$ cat src/source/decode_pkg.sv
`default_nettype none

package decode_pkg;

    localparam int XLEN_INSTR = 32;
    localparam int OPCODE_W   = 7;
    localparam int FUNCT3_W   = 3;
    localparam int FUNCT7_W   = 7;
    localparam int FUNCT6_W   = 6;

    typedef logic [XLEN_INSTR-1:0] instr_t;

    // major opcodes of the RV64I base set
    localparam logic [OPCODE_W-1:0] OPC_OP_IMM    = 7'b0010011;
    localparam logic [OPCODE_W-1:0] OPC_LUI       = 7'b0110111;
    localparam logic [OPCODE_W-1:0] OPC_AUIPC     = 7'b0010111;
    localparam logic [OPCODE_W-1:0] OPC_JAL       = 7'b1101111;
    localparam logic [OPCODE_W-1:0] OPC_JALR      = 7'b1100111;
    localparam logic [OPCODE_W-1:0] OPC_BRANCH    = 7'b1100011;
    localparam logic [OPCODE_W-1:0] OPC_LOAD      = 7'b0000011;
    localparam logic [OPCODE_W-1:0] OPC_STORE     = 7'b0100011;
    localparam logic [OPCODE_W-1:0] OPC_OP        = 7'b0110011;
    localparam logic [OPCODE_W-1:0] OPC_OP_IMM_32 = 7'b0011011;
    localparam logic [OPCODE_W-1:0] OPC_OP_32     = 7'b0111011;

    // integer ALU funct3, shared by OP, OP-IMM and their 32-bit forms
    localparam logic [FUNCT3_W-1:0] F3_ADD_SUB = 3'b000;
    localparam logic [FUNCT3_W-1:0] F3_SLL     = 3'b001;
    localparam logic [FUNCT3_W-1:0] F3_SLT     = 3'b010;
    localparam logic [FUNCT3_W-1:0] F3_SLTU    = 3'b011;
    localparam logic [FUNCT3_W-1:0] F3_XOR     = 3'b100;
    localparam logic [FUNCT3_W-1:0] F3_SRL_SRA = 3'b101;
    localparam logic [FUNCT3_W-1:0] F3_OR      = 3'b110;
    localparam logic [FUNCT3_W-1:0] F3_AND     = 3'b111;

    localparam logic [FUNCT3_W-1:0] F3_JALR = 3'b000;

    localparam logic [FUNCT3_W-1:0] F3_BEQ  = 3'b000;
    localparam logic [FUNCT3_W-1:0] F3_BNE  = 3'b001;
    localparam logic [FUNCT3_W-1:0] F3_BLT  = 3'b100;
    localparam logic [FUNCT3_W-1:0] F3_BGE  = 3'b101;
    localparam logic [FUNCT3_W-1:0] F3_BLTU = 3'b110;
    localparam logic [FUNCT3_W-1:0] F3_BGEU = 3'b111;

    localparam logic [FUNCT3_W-1:0] F3_LB  = 3'b000;
    localparam logic [FUNCT3_W-1:0] F3_LH  = 3'b001;
    localparam logic [FUNCT3_W-1:0] F3_LW  = 3'b010;
    localparam logic [FUNCT3_W-1:0] F3_LD  = 3'b011;
    localparam logic [FUNCT3_W-1:0] F3_LBU = 3'b100;
    localparam logic [FUNCT3_W-1:0] F3_LHU = 3'b101;
    localparam logic [FUNCT3_W-1:0] F3_LWU = 3'b110;

    localparam logic [FUNCT3_W-1:0] F3_SB = 3'b000;
    localparam logic [FUNCT3_W-1:0] F3_SH = 3'b001;
    localparam logic [FUNCT3_W-1:0] F3_SW = 3'b010;
    localparam logic [FUNCT3_W-1:0] F3_SD = 3'b011;

    localparam logic [FUNCT7_W-1:0] F7_BASE = 7'b0000000;
    localparam logic [FUNCT7_W-1:0] F7_ALT  = 7'b0100000;

    // bits 31:26 pick logical or arithmetic shift when shamt is six bits wide
    localparam logic [FUNCT6_W-1:0] F6_BASE = 6'b000000;
    localparam logic [FUNCT6_W-1:0] F6_ALT  = 6'b010000;

    typedef enum logic [3:0] {
        CLASS_NONE,
        CLASS_OP_IMM,
        CLASS_LUI,
        CLASS_AUIPC,
        CLASS_JAL,
        CLASS_JALR,
        CLASS_BRANCH,
        CLASS_LOAD,
        CLASS_STORE,
        CLASS_OP,
        CLASS_OP_IMM_32,
        CLASS_OP_32
    } op_class_t;

    typedef enum logic [5:0] {
        UNKNOWN = 6'd0,
        ADDI, XORI, ORI, ANDI, SLTI, SLTIU, SLLI, SRLI, SRAI,
        LUI, AUIPC, JAL, JALR,
        BEQ, BNE, BLT, BGE, BLTU, BGEU,
        LB, LH, LW, LD, LBU, LHU, LWU,
        SB, SH, SW, SD,
        ADD, SUB, AND, OR, XOR, SLL, SLT, SLTU, SRL, SRA,
        ADDIW, SLLIW, SRLIW, SRAIW,
        ADDW, SUBW, SLLW, SRLW, SRAW
    } op_t;

    typedef enum logic [3:0] {
        ALU_PASS = 4'd0,
        ALU_ADD,
        ALU_SUB,
        ALU_AND,
        ALU_OR,
        ALU_XOR,
        ALU_SSMALL,
        ALU_USMALL,
        ALU_LEFT,
        ALU_URIGHT,
        ALU_SRIGHT,
        ALU_URIGHT_32,
        ALU_SRIGHT_32,
        ALU_DIRECT
    } alu_func_t;

    typedef struct packed {
        op_class_t             op_class;
        logic [FUNCT3_W-1:0]   funct3;
        logic [FUNCT7_W-1:0]   funct7;
        logic [FUNCT6_W-1:0]   funct6;
    } decode_fields_t;

    typedef struct packed {
        op_t       op;
        alu_func_t alufunc;
        logic      regwrite;
        logic      mem_access;
    } control_t;

endpackage

`default_nettype wire

$ cat src/source/opcode_classify.sv
`timescale 1ns/1ps
`default_nettype none

module opcode_classify (
    input  logic                       clk,
    input  logic                       rst_n,
    input  logic                       instr_valid,
    input  decode_pkg::instr_t         instr,
    output logic                       instr_ready,
    output logic                       fields_valid,
    output decode_pkg::decode_fields_t fields,
    input  logic                       fields_ready
);
    import decode_pkg::*;

    logic [OPCODE_W-1:0] opcode;
    op_class_t           op_class;
    decode_fields_t      fields_d;
    decode_fields_t      fields_q;
    logic                valid_q;
    logic                accept;

    assign opcode = instr[OPCODE_W-1:0];

    always_comb begin
        case (opcode)
            OPC_OP_IMM:    op_class = CLASS_OP_IMM;
            OPC_LUI:       op_class = CLASS_LUI;
            OPC_AUIPC:     op_class = CLASS_AUIPC;
            OPC_JAL:       op_class = CLASS_JAL;
            OPC_JALR:      op_class = CLASS_JALR;
            OPC_BRANCH:    op_class = CLASS_BRANCH;
            OPC_LOAD:      op_class = CLASS_LOAD;
            OPC_STORE:     op_class = CLASS_STORE;
            OPC_OP:        op_class = CLASS_OP;
            OPC_OP_IMM_32: op_class = CLASS_OP_IMM_32;
            OPC_OP_32:     op_class = CLASS_OP_32;
            default:       op_class = CLASS_NONE;
        endcase
    end

    // register indices and immediates are not needed past this point
    always_comb begin
        fields_d.op_class = op_class;
        fields_d.funct3   = instr[14:12];
        fields_d.funct7   = instr[31:25];
        fields_d.funct6   = instr[31:26];
    end

    // the slot frees up whenever the held item leaves this cycle
    assign instr_ready = !valid_q || fields_ready;
    assign accept      = instr_valid && instr_ready;

    always_ff @(posedge clk) begin
        if (!rst_n) begin
            valid_q <= 1'b0;
        end else if (instr_ready) begin
            valid_q <= instr_valid;
        end
    end

    always_ff @(posedge clk) begin
        if (accept) begin
            fields_q <= fields_d;
        end
    end

    assign fields_valid = valid_q;
    assign fields       = fields_q;

endmodule

`default_nettype wire

$ cat src/source/subop_decode.sv
`timescale 1ns/1ps
`default_nettype none

module subop_decode (
    input  logic                       clk,
    input  logic                       rst_n,
    input  logic                       fields_valid,
    input  decode_pkg::decode_fields_t fields,
    output logic                       fields_ready,
    output logic                       ctl_valid,
    output decode_pkg::control_t       ctl,
    input  logic                       ctl_ready
);
    import decode_pkg::*;

    op_t      op_sel;
    control_t ctl_d;
    control_t ctl_q;
    logic     valid_q;
    logic     accept;

    // first pick the exact operation from class and function fields
    always_comb begin
        op_sel = UNKNOWN;
        case (fields.op_class)
            CLASS_OP_IMM: begin
                case (fields.funct3)
                    F3_ADD_SUB: op_sel = ADDI;
                    F3_XOR:     op_sel = XORI;
                    F3_OR:      op_sel = ORI;
                    F3_AND:     op_sel = ANDI;
                    F3_SLT:     op_sel = SLTI;
                    F3_SLTU:    op_sel = SLTIU;
                    F3_SLL:     op_sel = SLLI;
                    F3_SRL_SRA: begin
                        if (fields.funct6 == F6_BASE) begin
                            op_sel = SRLI;
                        end else if (fields.funct6 == F6_ALT) begin
                            op_sel = SRAI;
                        end
                    end
                    default:    op_sel = UNKNOWN;
                endcase
            end
            CLASS_LUI:   op_sel = LUI;
            CLASS_AUIPC: op_sel = AUIPC;
            CLASS_JAL:   op_sel = JAL;
            CLASS_JALR: begin
                if (fields.funct3 == F3_JALR) begin
                    op_sel = JALR;
                end
            end
            CLASS_BRANCH: begin
                case (fields.funct3)
                    F3_BEQ:  op_sel = BEQ;
                    F3_BNE:  op_sel = BNE;
                    F3_BLT:  op_sel = BLT;
                    F3_BGE:  op_sel = BGE;
                    F3_BLTU: op_sel = BLTU;
                    F3_BGEU: op_sel = BGEU;
                    default: op_sel = UNKNOWN;
                endcase
            end
            CLASS_LOAD: begin
                case (fields.funct3)
                    F3_LB:   op_sel = LB;
                    F3_LH:   op_sel = LH;
                    F3_LW:   op_sel = LW;
                    F3_LD:   op_sel = LD;
                    F3_LBU:  op_sel = LBU;
                    F3_LHU:  op_sel = LHU;
                    F3_LWU:  op_sel = LWU;
                    default: op_sel = UNKNOWN;
                endcase
            end
            CLASS_STORE: begin
                case (fields.funct3)
                    F3_SB:   op_sel = SB;
                    F3_SH:   op_sel = SH;
                    F3_SW:   op_sel = SW;
                    F3_SD:   op_sel = SD;
                    default: op_sel = UNKNOWN;
                endcase
            end
            CLASS_OP: begin
                // M extension funct7 values fall through to unknown
                case (fields.funct3)
                    F3_ADD_SUB: begin
                        if (fields.funct7 == F7_BASE) begin
                            op_sel = ADD;
                        end else if (fields.funct7 == F7_ALT) begin
                            op_sel = SUB;
                        end
                    end
                    F3_SRL_SRA: begin
                        if (fields.funct7 == F7_BASE) begin
                            op_sel = SRL;
                        end else if (fields.funct7 == F7_ALT) begin
                            op_sel = SRA;
                        end
                    end
                    F3_AND:  op_sel = (fields.funct7 == F7_BASE) ? AND : UNKNOWN;
                    F3_OR:   op_sel = (fields.funct7 == F7_BASE) ? OR : UNKNOWN;
                    F3_XOR:  op_sel = (fields.funct7 == F7_BASE) ? XOR : UNKNOWN;
                    F3_SLL:  op_sel = (fields.funct7 == F7_BASE) ? SLL : UNKNOWN;
                    F3_SLT:  op_sel = (fields.funct7 == F7_BASE) ? SLT : UNKNOWN;
                    F3_SLTU: op_sel = (fields.funct7 == F7_BASE) ? SLTU : UNKNOWN;
                    default: op_sel = UNKNOWN;
                endcase
            end
            CLASS_OP_IMM_32: begin
                case (fields.funct3)
                    F3_ADD_SUB: op_sel = ADDIW;
                    F3_SLL:     op_sel = (fields.funct6 == F6_BASE) ? SLLIW : UNKNOWN;
                    F3_SRL_SRA: begin
                        if (fields.funct6 == F6_BASE) begin
                            op_sel = SRLIW;
                        end else if (fields.funct6 == F6_ALT) begin
                            op_sel = SRAIW;
                        end
                    end
                    default:    op_sel = UNKNOWN;
                endcase
            end
            CLASS_OP_32: begin
                case (fields.funct3)
                    F3_ADD_SUB: begin
                        if (fields.funct7 == F7_BASE) begin
                            op_sel = ADDW;
                        end else if (fields.funct7 == F7_ALT) begin
                            op_sel = SUBW;
                        end
                    end
                    F3_SLL:     op_sel = (fields.funct7 == F7_BASE) ? SLLW : UNKNOWN;
                    F3_SRL_SRA: begin
                        if (fields.funct7 == F7_BASE) begin
                            op_sel = SRLW;
                        end else if (fields.funct7 == F7_ALT) begin
                            op_sel = SRAW;
                        end
                    end
                    default:    op_sel = UNKNOWN;
                endcase
            end
            default: op_sel = UNKNOWN;
        endcase
    end

    // then the remaining control bits depend on the operation alone
    always_comb begin
        ctl_d            = '0;
        ctl_d.op         = op_sel;
        ctl_d.regwrite   = 1'b1;
        case (op_sel)
            ADDI, ADD, ADDIW, ADDW, JAL, JALR, AUIPC: ctl_d.alufunc = ALU_ADD;
            SUB, SUBW:                     ctl_d.alufunc = ALU_SUB;
            ANDI, AND:                     ctl_d.alufunc = ALU_AND;
            ORI, OR:                       ctl_d.alufunc = ALU_OR;
            XORI, XOR:                     ctl_d.alufunc = ALU_XOR;
            SLTI, SLT:                     ctl_d.alufunc = ALU_SSMALL;
            SLTIU, SLTU:                   ctl_d.alufunc = ALU_USMALL;
            SLLI, SLL, SLLIW, SLLW:        ctl_d.alufunc = ALU_LEFT;
            SRLI, SRL:                     ctl_d.alufunc = ALU_URIGHT;
            SRAI, SRA:                     ctl_d.alufunc = ALU_SRIGHT;
            SRLIW, SRLW:                   ctl_d.alufunc = ALU_URIGHT_32;
            SRAIW, SRAW:                   ctl_d.alufunc = ALU_SRIGHT_32;
            LUI:                           ctl_d.alufunc = ALU_DIRECT;
            BEQ, BNE, BLT, BGE, BLTU, BGEU: begin
                ctl_d.alufunc  = ALU_PASS;
                ctl_d.regwrite = 1'b0;
            end
            LB, LH, LW, LD, LBU, LHU, LWU: begin
                ctl_d.alufunc    = ALU_PASS;
                ctl_d.mem_access = 1'b1;
            end
            SB, SH, SW, SD: begin
                ctl_d.alufunc    = ALU_DIRECT;
                ctl_d.regwrite   = 1'b0;
                ctl_d.mem_access = 1'b1;
            end
            default: ctl_d = '0;
        endcase
    end

    assign fields_ready = !valid_q || ctl_ready;
    assign accept       = fields_valid && fields_ready;

    always_ff @(posedge clk) begin
        if (!rst_n) begin
            valid_q <= 1'b0;
        end else if (fields_ready) begin
            valid_q <= fields_valid;
        end
    end

    always_ff @(posedge clk) begin
        if (accept) begin
            ctl_q <= ctl_d;
        end
    end

    assign ctl_valid = valid_q;
    assign ctl       = ctl_q;

endmodule

`default_nettype wire

$ cat src/source/decode_pipeline.sv
`timescale 1ns/1ps
`default_nettype none

module decode_pipeline (
    input  logic                 clk,
    input  logic                 rst_n,
    input  logic                 instr_valid,
    input  decode_pkg::instr_t   instr,
    output logic                 instr_ready,
    output logic                 ctl_valid,
    output decode_pkg::control_t ctl,
    input  logic                 ctl_ready
);
    import decode_pkg::*;

    // link between the classify and resolve stages
    logic           fields_valid;
    logic           fields_ready;
    decode_fields_t fields;

    opcode_classify u_classify (
        .clk          (clk),
        .rst_n        (rst_n),
        .instr_valid  (instr_valid),
        .instr        (instr),
        .instr_ready  (instr_ready),
        .fields_valid (fields_valid),
        .fields       (fields),
        .fields_ready (fields_ready)
    );

    subop_decode u_subop (
        .clk          (clk),
        .rst_n        (rst_n),
        .fields_valid (fields_valid),
        .fields       (fields),
        .fields_ready (fields_ready),
        .ctl_valid    (ctl_valid),
        .ctl          (ctl),
        .ctl_ready    (ctl_ready)
    );

endmodule

`default_nettype wire

$ cat config.mk
export PLATFORM = sky130hd
export DESIGN_NAME = decode_pipeline
export DESIGN_NICKNAME = d
export VERILOG_FILES = /design/src/source/decode_pkg.sv /design/src/source/opcode_classify.sv /design/src/source/subop_decode.sv /design/src/source/decode_pipeline.sv
export SDC_FILE = /design/constraint.sdc
export NUM_CORES = 1
export LEC_CHECK = 0
export BUFFER_PORTS_ARGS = -buffer_cell sky130_fd_sc_hd__buf_2
export CORE_MARGIN = 2
export CORE_UTILIZATION = 55
export DETAILED_ROUTE_END_ITERATION = 6
export GPL_TIMING_DRIVEN = 1
export PLACE_DENSITY = 0.8
export SYNTH_ARGS = -nofsm -noshare
export SYNTH_HDL_FRONTEND = slang
export SYNTH_SLANG_ARGS = --single-unit
$ cat constraint.sdc
create_clock -name clk -period 6.6 [get_ports clk]
set_input_delay 1.32 -clock clk [delete_from_list [all_inputs] [get_ports clk]]
set_output_delay 1.32 -clock clk [all_outputs]
set_load 0.005 [all_outputs]
==> impl_results.md, run 1 <==
* Outcome: complete, no violations
* Commonest non-fill, non-tap cells in the layout: 34 x buf_2, 27 x nor2_1, 26 x edfxtp_1
* Critical Path Slowest Stage Cell: edfxtp_1
* Row count at 24
* Seq cells post-synth at 28
* Fmax achieved at 215.6 MHz
* Leakage power at around 0.91 nW
* Origin of the worst setup path: u_classify.fields[15]
* Synth Instances at 282
* Setup Fix Bufs, Post-CTS at 0
* Synth area leaders: edfxtp_1 32%, nor2_1 4.2%, a21oi_1 3.5%
* Compound-Gate Fraction of Synth Area at 0.2563
* CTS H-tree lvls at 1
* Largest family of logic cells by synthesized area: simple AND/OR/NAND/NOR gates
* Drt pass-1 iters at 5
* Drc violations at 0
* Total Wirelength at 5646 um
* Synth cell types at 64
* Yosys top cell area share at 0.3250
* Tot GR Track Use at 0.2384
* Tcrit/Tclk final at 0.7026
* Synth Area per Inst at ~8.5 um2
* Detailed placement HPWL at slightly below 4000 um
* Final setup fails at 0
* CTS clk-pin slew, worst paths at 0.10 ns
* Die footprint at 4913 um2
* GPL Wtd Cong at 0.9730
* Reg-to-reg startpoint: u_classify.fields[15]
* Power density cells at between 150 and 200 nW/um2
* CP Max Fanout at 23
* Slew Viols, Final at 0
* P&R area growth vs syn at 8.333%
* CP Class: reg2reg
* Final #Nets at 338
* Initial Utilization at 0.5594
* Simple-Gate Fraction of Synth Area at 0.2896
* Actual slew at the worst max-slew pin at about 1.0 ns
* CTS Buf Count at 3
* Io pins at 50
* Commonest non-fill, non-tap cell in the layout: buf_2
* Synth Net Count at 323
* Period minus WS final at around 4.6 ns
* DIE HEIGHT at 70.09 um
* First-pass GRT wire length at roughly 9400 um
* Largest net degree at the start of global routing at 24
* Vias at 2297
* Post-cts resize count at 0
* Pre-CTS setup slack at 2.112 ns
* Root buffer cell: clkbuf_8
* Worst Path Arrival at 4.67 ns
* Kind of start point of the critical path: flip-flop
* Synth warnings at 0
* Initial antenna violation count at 0
* Port bufs at 34
* Peak VDD IR at 0.1686 mV
* Initial DRC count at 210
* Clock latency on the worst-skew pair at 0.28 ns
* Yosys top cell by area: edfxtp_1
* XOR/XNOR share of the synthesized area at 0.01094
* Max-cap violations at 0
* CTS Hold Bufs at 0
* Sequential area share after synthesis at 0.3417
* Critical path capture point type: flip-flop
* Vias/cell at 6.601
* Setup TNS at 0 ns
* Worst endpoint required time at ~6.6 ns
* Final hold vios at 0
* GRT overflow at 0
* Antenna viol nets, final at 0
* Min-delay worst type: reg2reg
* Slack of the critical path at ~2 ns
* Drt wl/cell at 16.22 um
* Slew margin rel. at 0.3314
* Post-Syn Area at 2402 um2
* CP max stage delay at roughly 0.86 ns
* CTS tree: built
* Die Wd at 70.09 um
* Vias in the first global route at a little over 2000
* Post-synth top flop: edfxtp_1
* Core area at 4294 um2
* Inserted Diodes at 0
* Clock Tree Buf Depth at 2
* Hold Crit Start: u_classify.fields_valid
* Post-synthesis adder-cell area fraction at 0.02604
* Synth async-reset ratio at 0
* Worst Skew at about 0.0054 ns
* Layout cells sized above 1 at 0.1723
* CP Cell Sequence: inv_1, ha_1, or2_1, nand3_1, o221ai_1, a2111oi_4, inv_4, xnor2_1, o31ai_1, a21oi_1, o32ai_1, or4_1
* Mux share of post-synthesis cell area at 0.01302
* RSZ-0062 raised after global routing: false
* Clock sink count at 28
* Post-synth EDFFs at 26
## final cells by class
cell class | count | area (um2)
fill | 368 | 1692
multi-input combinational | 219 | 1431
sequential | 28 | 820.8
timing repair buffer | 34 | 170.2
tap | 52 | 65.06
inverter | 11 | 43.79
clock buffer | 3 | 41.29
clock inverter | 1 | 30.03
## cell usage after synthesis, drive strengths merged, types with 4 or more instances
cell	number
nand4	5
buf	11
a31oi	4
a21oi	18
or3	4
inv	11
edfxtp	26
o21ai	13
nor2	27
nor4	5
nand4b	4
nand3	10
a211oi	4
nand2b	6
o211ai	8
nand2	21
ha	5
and2	5
nor3	8
o22ai	5
nor4bb	4
clkbuf	13
or2	4
nor2b	5
## cells by family (layout without fill, tap and decap cells)
family,after synthesis,in the layout
buffers and inverters,35,49
flip-flops,28,28
AND/OR/NAND/NOR,122,122
AO/OA/AOI/OAI,86,86
multiplexers,3,3
adder cells (fa/ha/maj),5,5
XOR/XNOR,3,3
## state kept, by name (all words and copies together) (netlist names)
signal	flops
u_subop.ctl_valid	1
u_classify.fields_valid	1
u_subop.ctl	12
u_classify.fields	14
## critical path: cells and delay by family (launching register included)
kind                     cells  cell delay (ns)
XOR/XNOR                     1             0.20
flip-flops                   1             0.86
AO/OA/AOI/OAI                5             1.39
adder cells (fa/ha/maj)      1             0.43
buffers and inverters        2             0.44
AND/OR/NAND/NOR              3             1.05
## power by group
| group | internal (mW) | switching, mW | leakage [nW] |
|---|---|---|---|
| sequential | 0.208 | 0.0160 | 0.267 |
| combinational | 0.0396 | 0.0567 | 0.608 |
| clock | 0.0814 | 0.0577 | 0.0357 |
| total | 0.329 | 0.130 | 0.910 |
## stage by stage
step | total power [mW] | util | hold WS [ns] | cell area (um2) | instances
6_report | 0.4591 | 0.6061 | 0.5466 | 2603 | 348
5_1_grt | 0.4804 | 0.6061 | 0.5700 | 2603 | 348
4_1_cts | 0.4591 | 0.6061 | 0.5455 | 2603 | 348
3_5_place_dp | 0.3218 | 0.5895 | 0.5208 | 2531 | 344
3_3_place_gp | 0.3195 | 0.5895 | 0.5029 | 2531 | 344
2_1_floorplan | 0.2961 | - | 0.4768 | 2402 | 282
## routing by layer
metal | up-vias | wire, um | global-route usage
met5 | - | 0 | 0
met1 | 1040 | 2383 | 0.3194
met3 | 21 | 435 | 0.03319
met2 | 123 | 2664 | 0.3862
met4 | 0 | 163 | 0.1026
li1 | 1113 | - | -
## worst paths after layout
| kind | endpoint | slack, ns | depth (start not counted) |
|---|---|---|---|
| max | u_subop.ctl[2] | 1.96 | 12 |
| min | u_subop.ctl_valid | 0.55 | 1 |
| max reg2reg | u_subop.ctl[2] | 1.96 | 12 |
| min reg2reg | u_subop.ctl_valid | 0.55 | 1 |
(Power assumes the default switching activity.)
==> run 2, diff against run 1 <==
--- a/config.mk
+++ b/config.mk
@@ -7,10 +7,10 @@
 export LEC_CHECK = 0
 export BUFFER_PORTS_ARGS = -buffer_cell sky130_fd_sc_hd__buf_2
 export CORE_MARGIN = 2
-export CORE_UTILIZATION = 55
+export CORE_UTILIZATION = 50
 export DETAILED_ROUTE_END_ITERATION = 6
 export GPL_TIMING_DRIVEN = 1
-export PLACE_DENSITY = 0.8
+export PLACE_DENSITY = 0.77
 export SYNTH_ARGS = -nofsm -noshare
 export SYNTH_HDL_FRONTEND = slang
 export SYNTH_SLANG_ARGS = --single-unit
==> constraint.sdc (replaced) <==
create_clock -name clk -period 3.8 [get_ports clk]
set_input_delay 0.76 -clock clk [delete_from_list [all_inputs] [get_ports clk]]
set_output_delay 0.76 -clock clk [all_outputs]
set_load 0.005 [all_outputs]
==> run 2 against run 1 <==
  * Combinational power is 93% higher
  * Final cell count is 3.2% higher
  * Non-clock buffer count is 9 higher
  * Sequential cell count stayed put
  * Setup slack worse by 1.7 ns
  * Worst hold slack worse by 0.023 ns
  * Clock skew is 0.0018 ns higher
  * Sequential power is 70% higher
  * Critical endpoint unchanged
  * Highest routed layer unchanged
==> impl_results.md, run 2 (synthesized netlist as in run 1, its figures left out) <==
* Core area at 4692 um2 (+9.3%)
* Slew Viols, Final at 0 (unchanged)
* Area of the multi-input gates at 1436 um2 (+0.35%)
* CTS clk-pin slew, worst paths at 0.10 ns (about the same)
* Final setup fails at 0 (unchanged)
* Clock sink count at 28 (unchanged)
* CP Cell Sequence: nor4bb_1, nand4bb_1, o2111a_1, and2_1, inv_2, nor2_1, and3_1, or3_1, or4_1
* P&R area growth vs syn at 11.46%
* DIE HEIGHT at 73.32 um (+4.6%)
* GRT overflow at 0 (unchanged)
* Clock latency on the worst-skew pair at 0.28 ns (about the same)
* CTS Buf Count at 3 (unchanged)
* Sw frac at 0.2772 (-0.006995)
* Largest net degree at the start of global routing at 23 (-4.2%)
* Commonest non-fill, non-tap cell in the layout: buf_2
* Max reg flops at 14 (unchanged)
* Actual slew at the worst max-slew pin at 0.9972 ns (-0.003630 ns)
* CTS Hold Bufs at 0 (unchanged)
* Vias/cell at 6.565 (-0.53%)
* Leakage power at 0.9531 nW (+4.7%)
* Sequential Power Share at 0.476 (-0.011)
* Final hold vios at 0 (unchanged)
* Drt wl/cell at 16.12 um (-0.63%)
* Drc violations at 0 (unchanged)
* Min-delay worst type: reg2reg
* WHS at 0.5239 ns (-0.02270 ns)
* Root buffer cell: clkbuf_8
* Vias at 2357 (+2.6%)
* Row count at 25 (+4.2%)
* Fmax achieved at 284.8 MHz (+32%)
* Antenna viol nets, final at 0 (unchanged)
* Period minus WS final at 3.511 ns (-1.126 ns)
* Kind of start point of the critical path: flip-flop
* Tcrit/Tclk final at 0.9240 (+0.2214)
* Critical Path Slowest Stage Cell: edfxtp_1
* Total Wirelength at 5788 um (+2.5%)
* CTS tree: built
* Slew margin rel. at 0.3338 (+0.002425)
* Worst endpoint required time at 3.82 ns (-2.81 ns)
* Die Wd at 73.32 um (+4.6%)
* Vias in the first global route at 2055 (+1.4%)
* Power density cells at 298.6 nW/um2 (+69%)
* Drt pass-1 iters at 5 (unchanged)
* Commonest non-fill, non-tap cells in the layout: 34 x buf_2, 27 x nor2_1, 26 x edfxtp_1
* RSZ-0062 raised after global routing: false
* Final core occ at 0.5707 (-0.03539)
* Layout cells sized above 1 at 0.2033 (+0.03098)
* CP max stage delay at 0.77 ns (-0.09 ns)
* Outcome: complete, no violations
* Die footprint at 5375 um2 (+9.4%)
* Worst Skew at 0.007195 ns (+0.001765 ns)
* NetSw at 0.2216 mW (+70%)
* Initial DRC count at 278 (+32%)
* Cell Int Power at 0.5780 mW (+76%)
* Worst Path Arrival at 3.53 ns (-1.14 ns)
* Inserted Diodes at 0 (unchanged)
* Critical path capture point type: flip-flop
* Initial Utilization at 0.5120 (-0.04744)
* Final #Nets at 347 (+2.7%)
* Detailed placement HPWL at 4184 um (+6.0%)
* Cell area after layout at 2678 um2 (+2.9%)
* Setup TNS at 0 ns (unchanged)
* GPL Wtd Cong at 0.9320 (-4.2%)
* Max-cap violations at 0 (unchanged)
* CP Class: reg2reg
* Placed inst area at 2601 um2 (+2.8%)
* CTS H-tree lvls at 1 (unchanged)
* Peak VDD IR at 0.2341 mV (+39%)
* Initial antenna violation count at 0 (unchanged)
* Io pins at 50 (unchanged)
* Setup Fix Bufs, Post-CTS at 0 (unchanged)
* Tot GR Track Use at 0.2282 (-0.01022)
* First-pass GRT wire length at 9604 um (+2.0%)
* Seq. cell area at 820.8 um2 (unchanged)
* Combinational power share at 0.233 (+0.023)
* CP Max Fanout at 22 (-4.3%)
* Clock Tree Buf Depth at 2 (unchanged)
* Power Total at 0.7996 mW (+74%)
* Clock share of power at 0.291 (-0.012)
* Post-cts resize count at 0 (unchanged)
* Fill cells at 429 (+17%)
* Port bufs at 34 (unchanged)
-- run 2: cell types whose count changed in the layout (fill, tap and decap cells not counted) --
cell / previous run / this run
inv_1: 8 / 7
a211oi_2: 0 / 1
a211oi_1: 4 / 3
inv_2: 2 / 3
buf_4: 0 / 9
-- run 2: cell type report --
cell class / instances / share of cell area
repair buffers: 43 / 0.08878
clock inverters: 1 / 0.01121
well taps: 54 / 0.02523
multi-input cells: 219 / 0.5364
inverters: 11 / 0.01636
flip-flops and latches: 28 / 0.3065
clock buffers: 3 / 0.01542
-- run 2: per-layer routing --
layer / share of wire / global-route usage / wire (um) / vias up
met5: 0 / 0 / 0 / -
met4: 0.022 / 0.08889 / 130 / 0
met3: 0.076 / 0.03292 / 438 / 16
met2: 0.47 / 0.3584 / 2748 / 132
met1: 0.43 / 0.3185 / 2470 / 1075
li1: - / - / - / 1134
-- run 2: power by group through the flow --
stage               Sequential (mW)  Clock [mW]  Combinational [mW]
detailed placement            0.387           0               0.182
global placement              0.386           0               0.178
floorplan                     0.377           0               0.137
global route                  0.384       0.249               0.206
CTS                           0.380       0.240               0.183
finish                        0.381       0.233               0.186
-- run 2: worst paths after layout --
check	slack, ns	start	cells after the start	end
worst max-delay path	0.29	u_classify.fields[16]	9	u_subop.ctl[2]
worst min-delay path	0.52	u_classify.fields_valid	1	u_subop.ctl_valid
worst max register to register	0.29	u_classify.fields[16]	9	u_subop.ctl[2]
worst min register to register	0.52	u_classify.fields_valid	1	u_subop.ctl_valid
-- run 2: through the flow --
stage / setup WS [ns] / instances
global placement: 0.2504 / 355
CTS: 0.1958 / 359
detailed placement: 0.2190 / 355
floorplan: 0.09745 / 282
global route: 0.01073 / 359
finish: 0.2888 / 359
-- run 2: worst max-delay path: cells and delay by family (launching register included) --
family,cells,cell delay (ns)
flip-flops,1,0.77
AND/OR/NAND/NOR,7,1.95
buffers and inverters,1,0.15
AO/OA/AOI/OAI,1,0.40
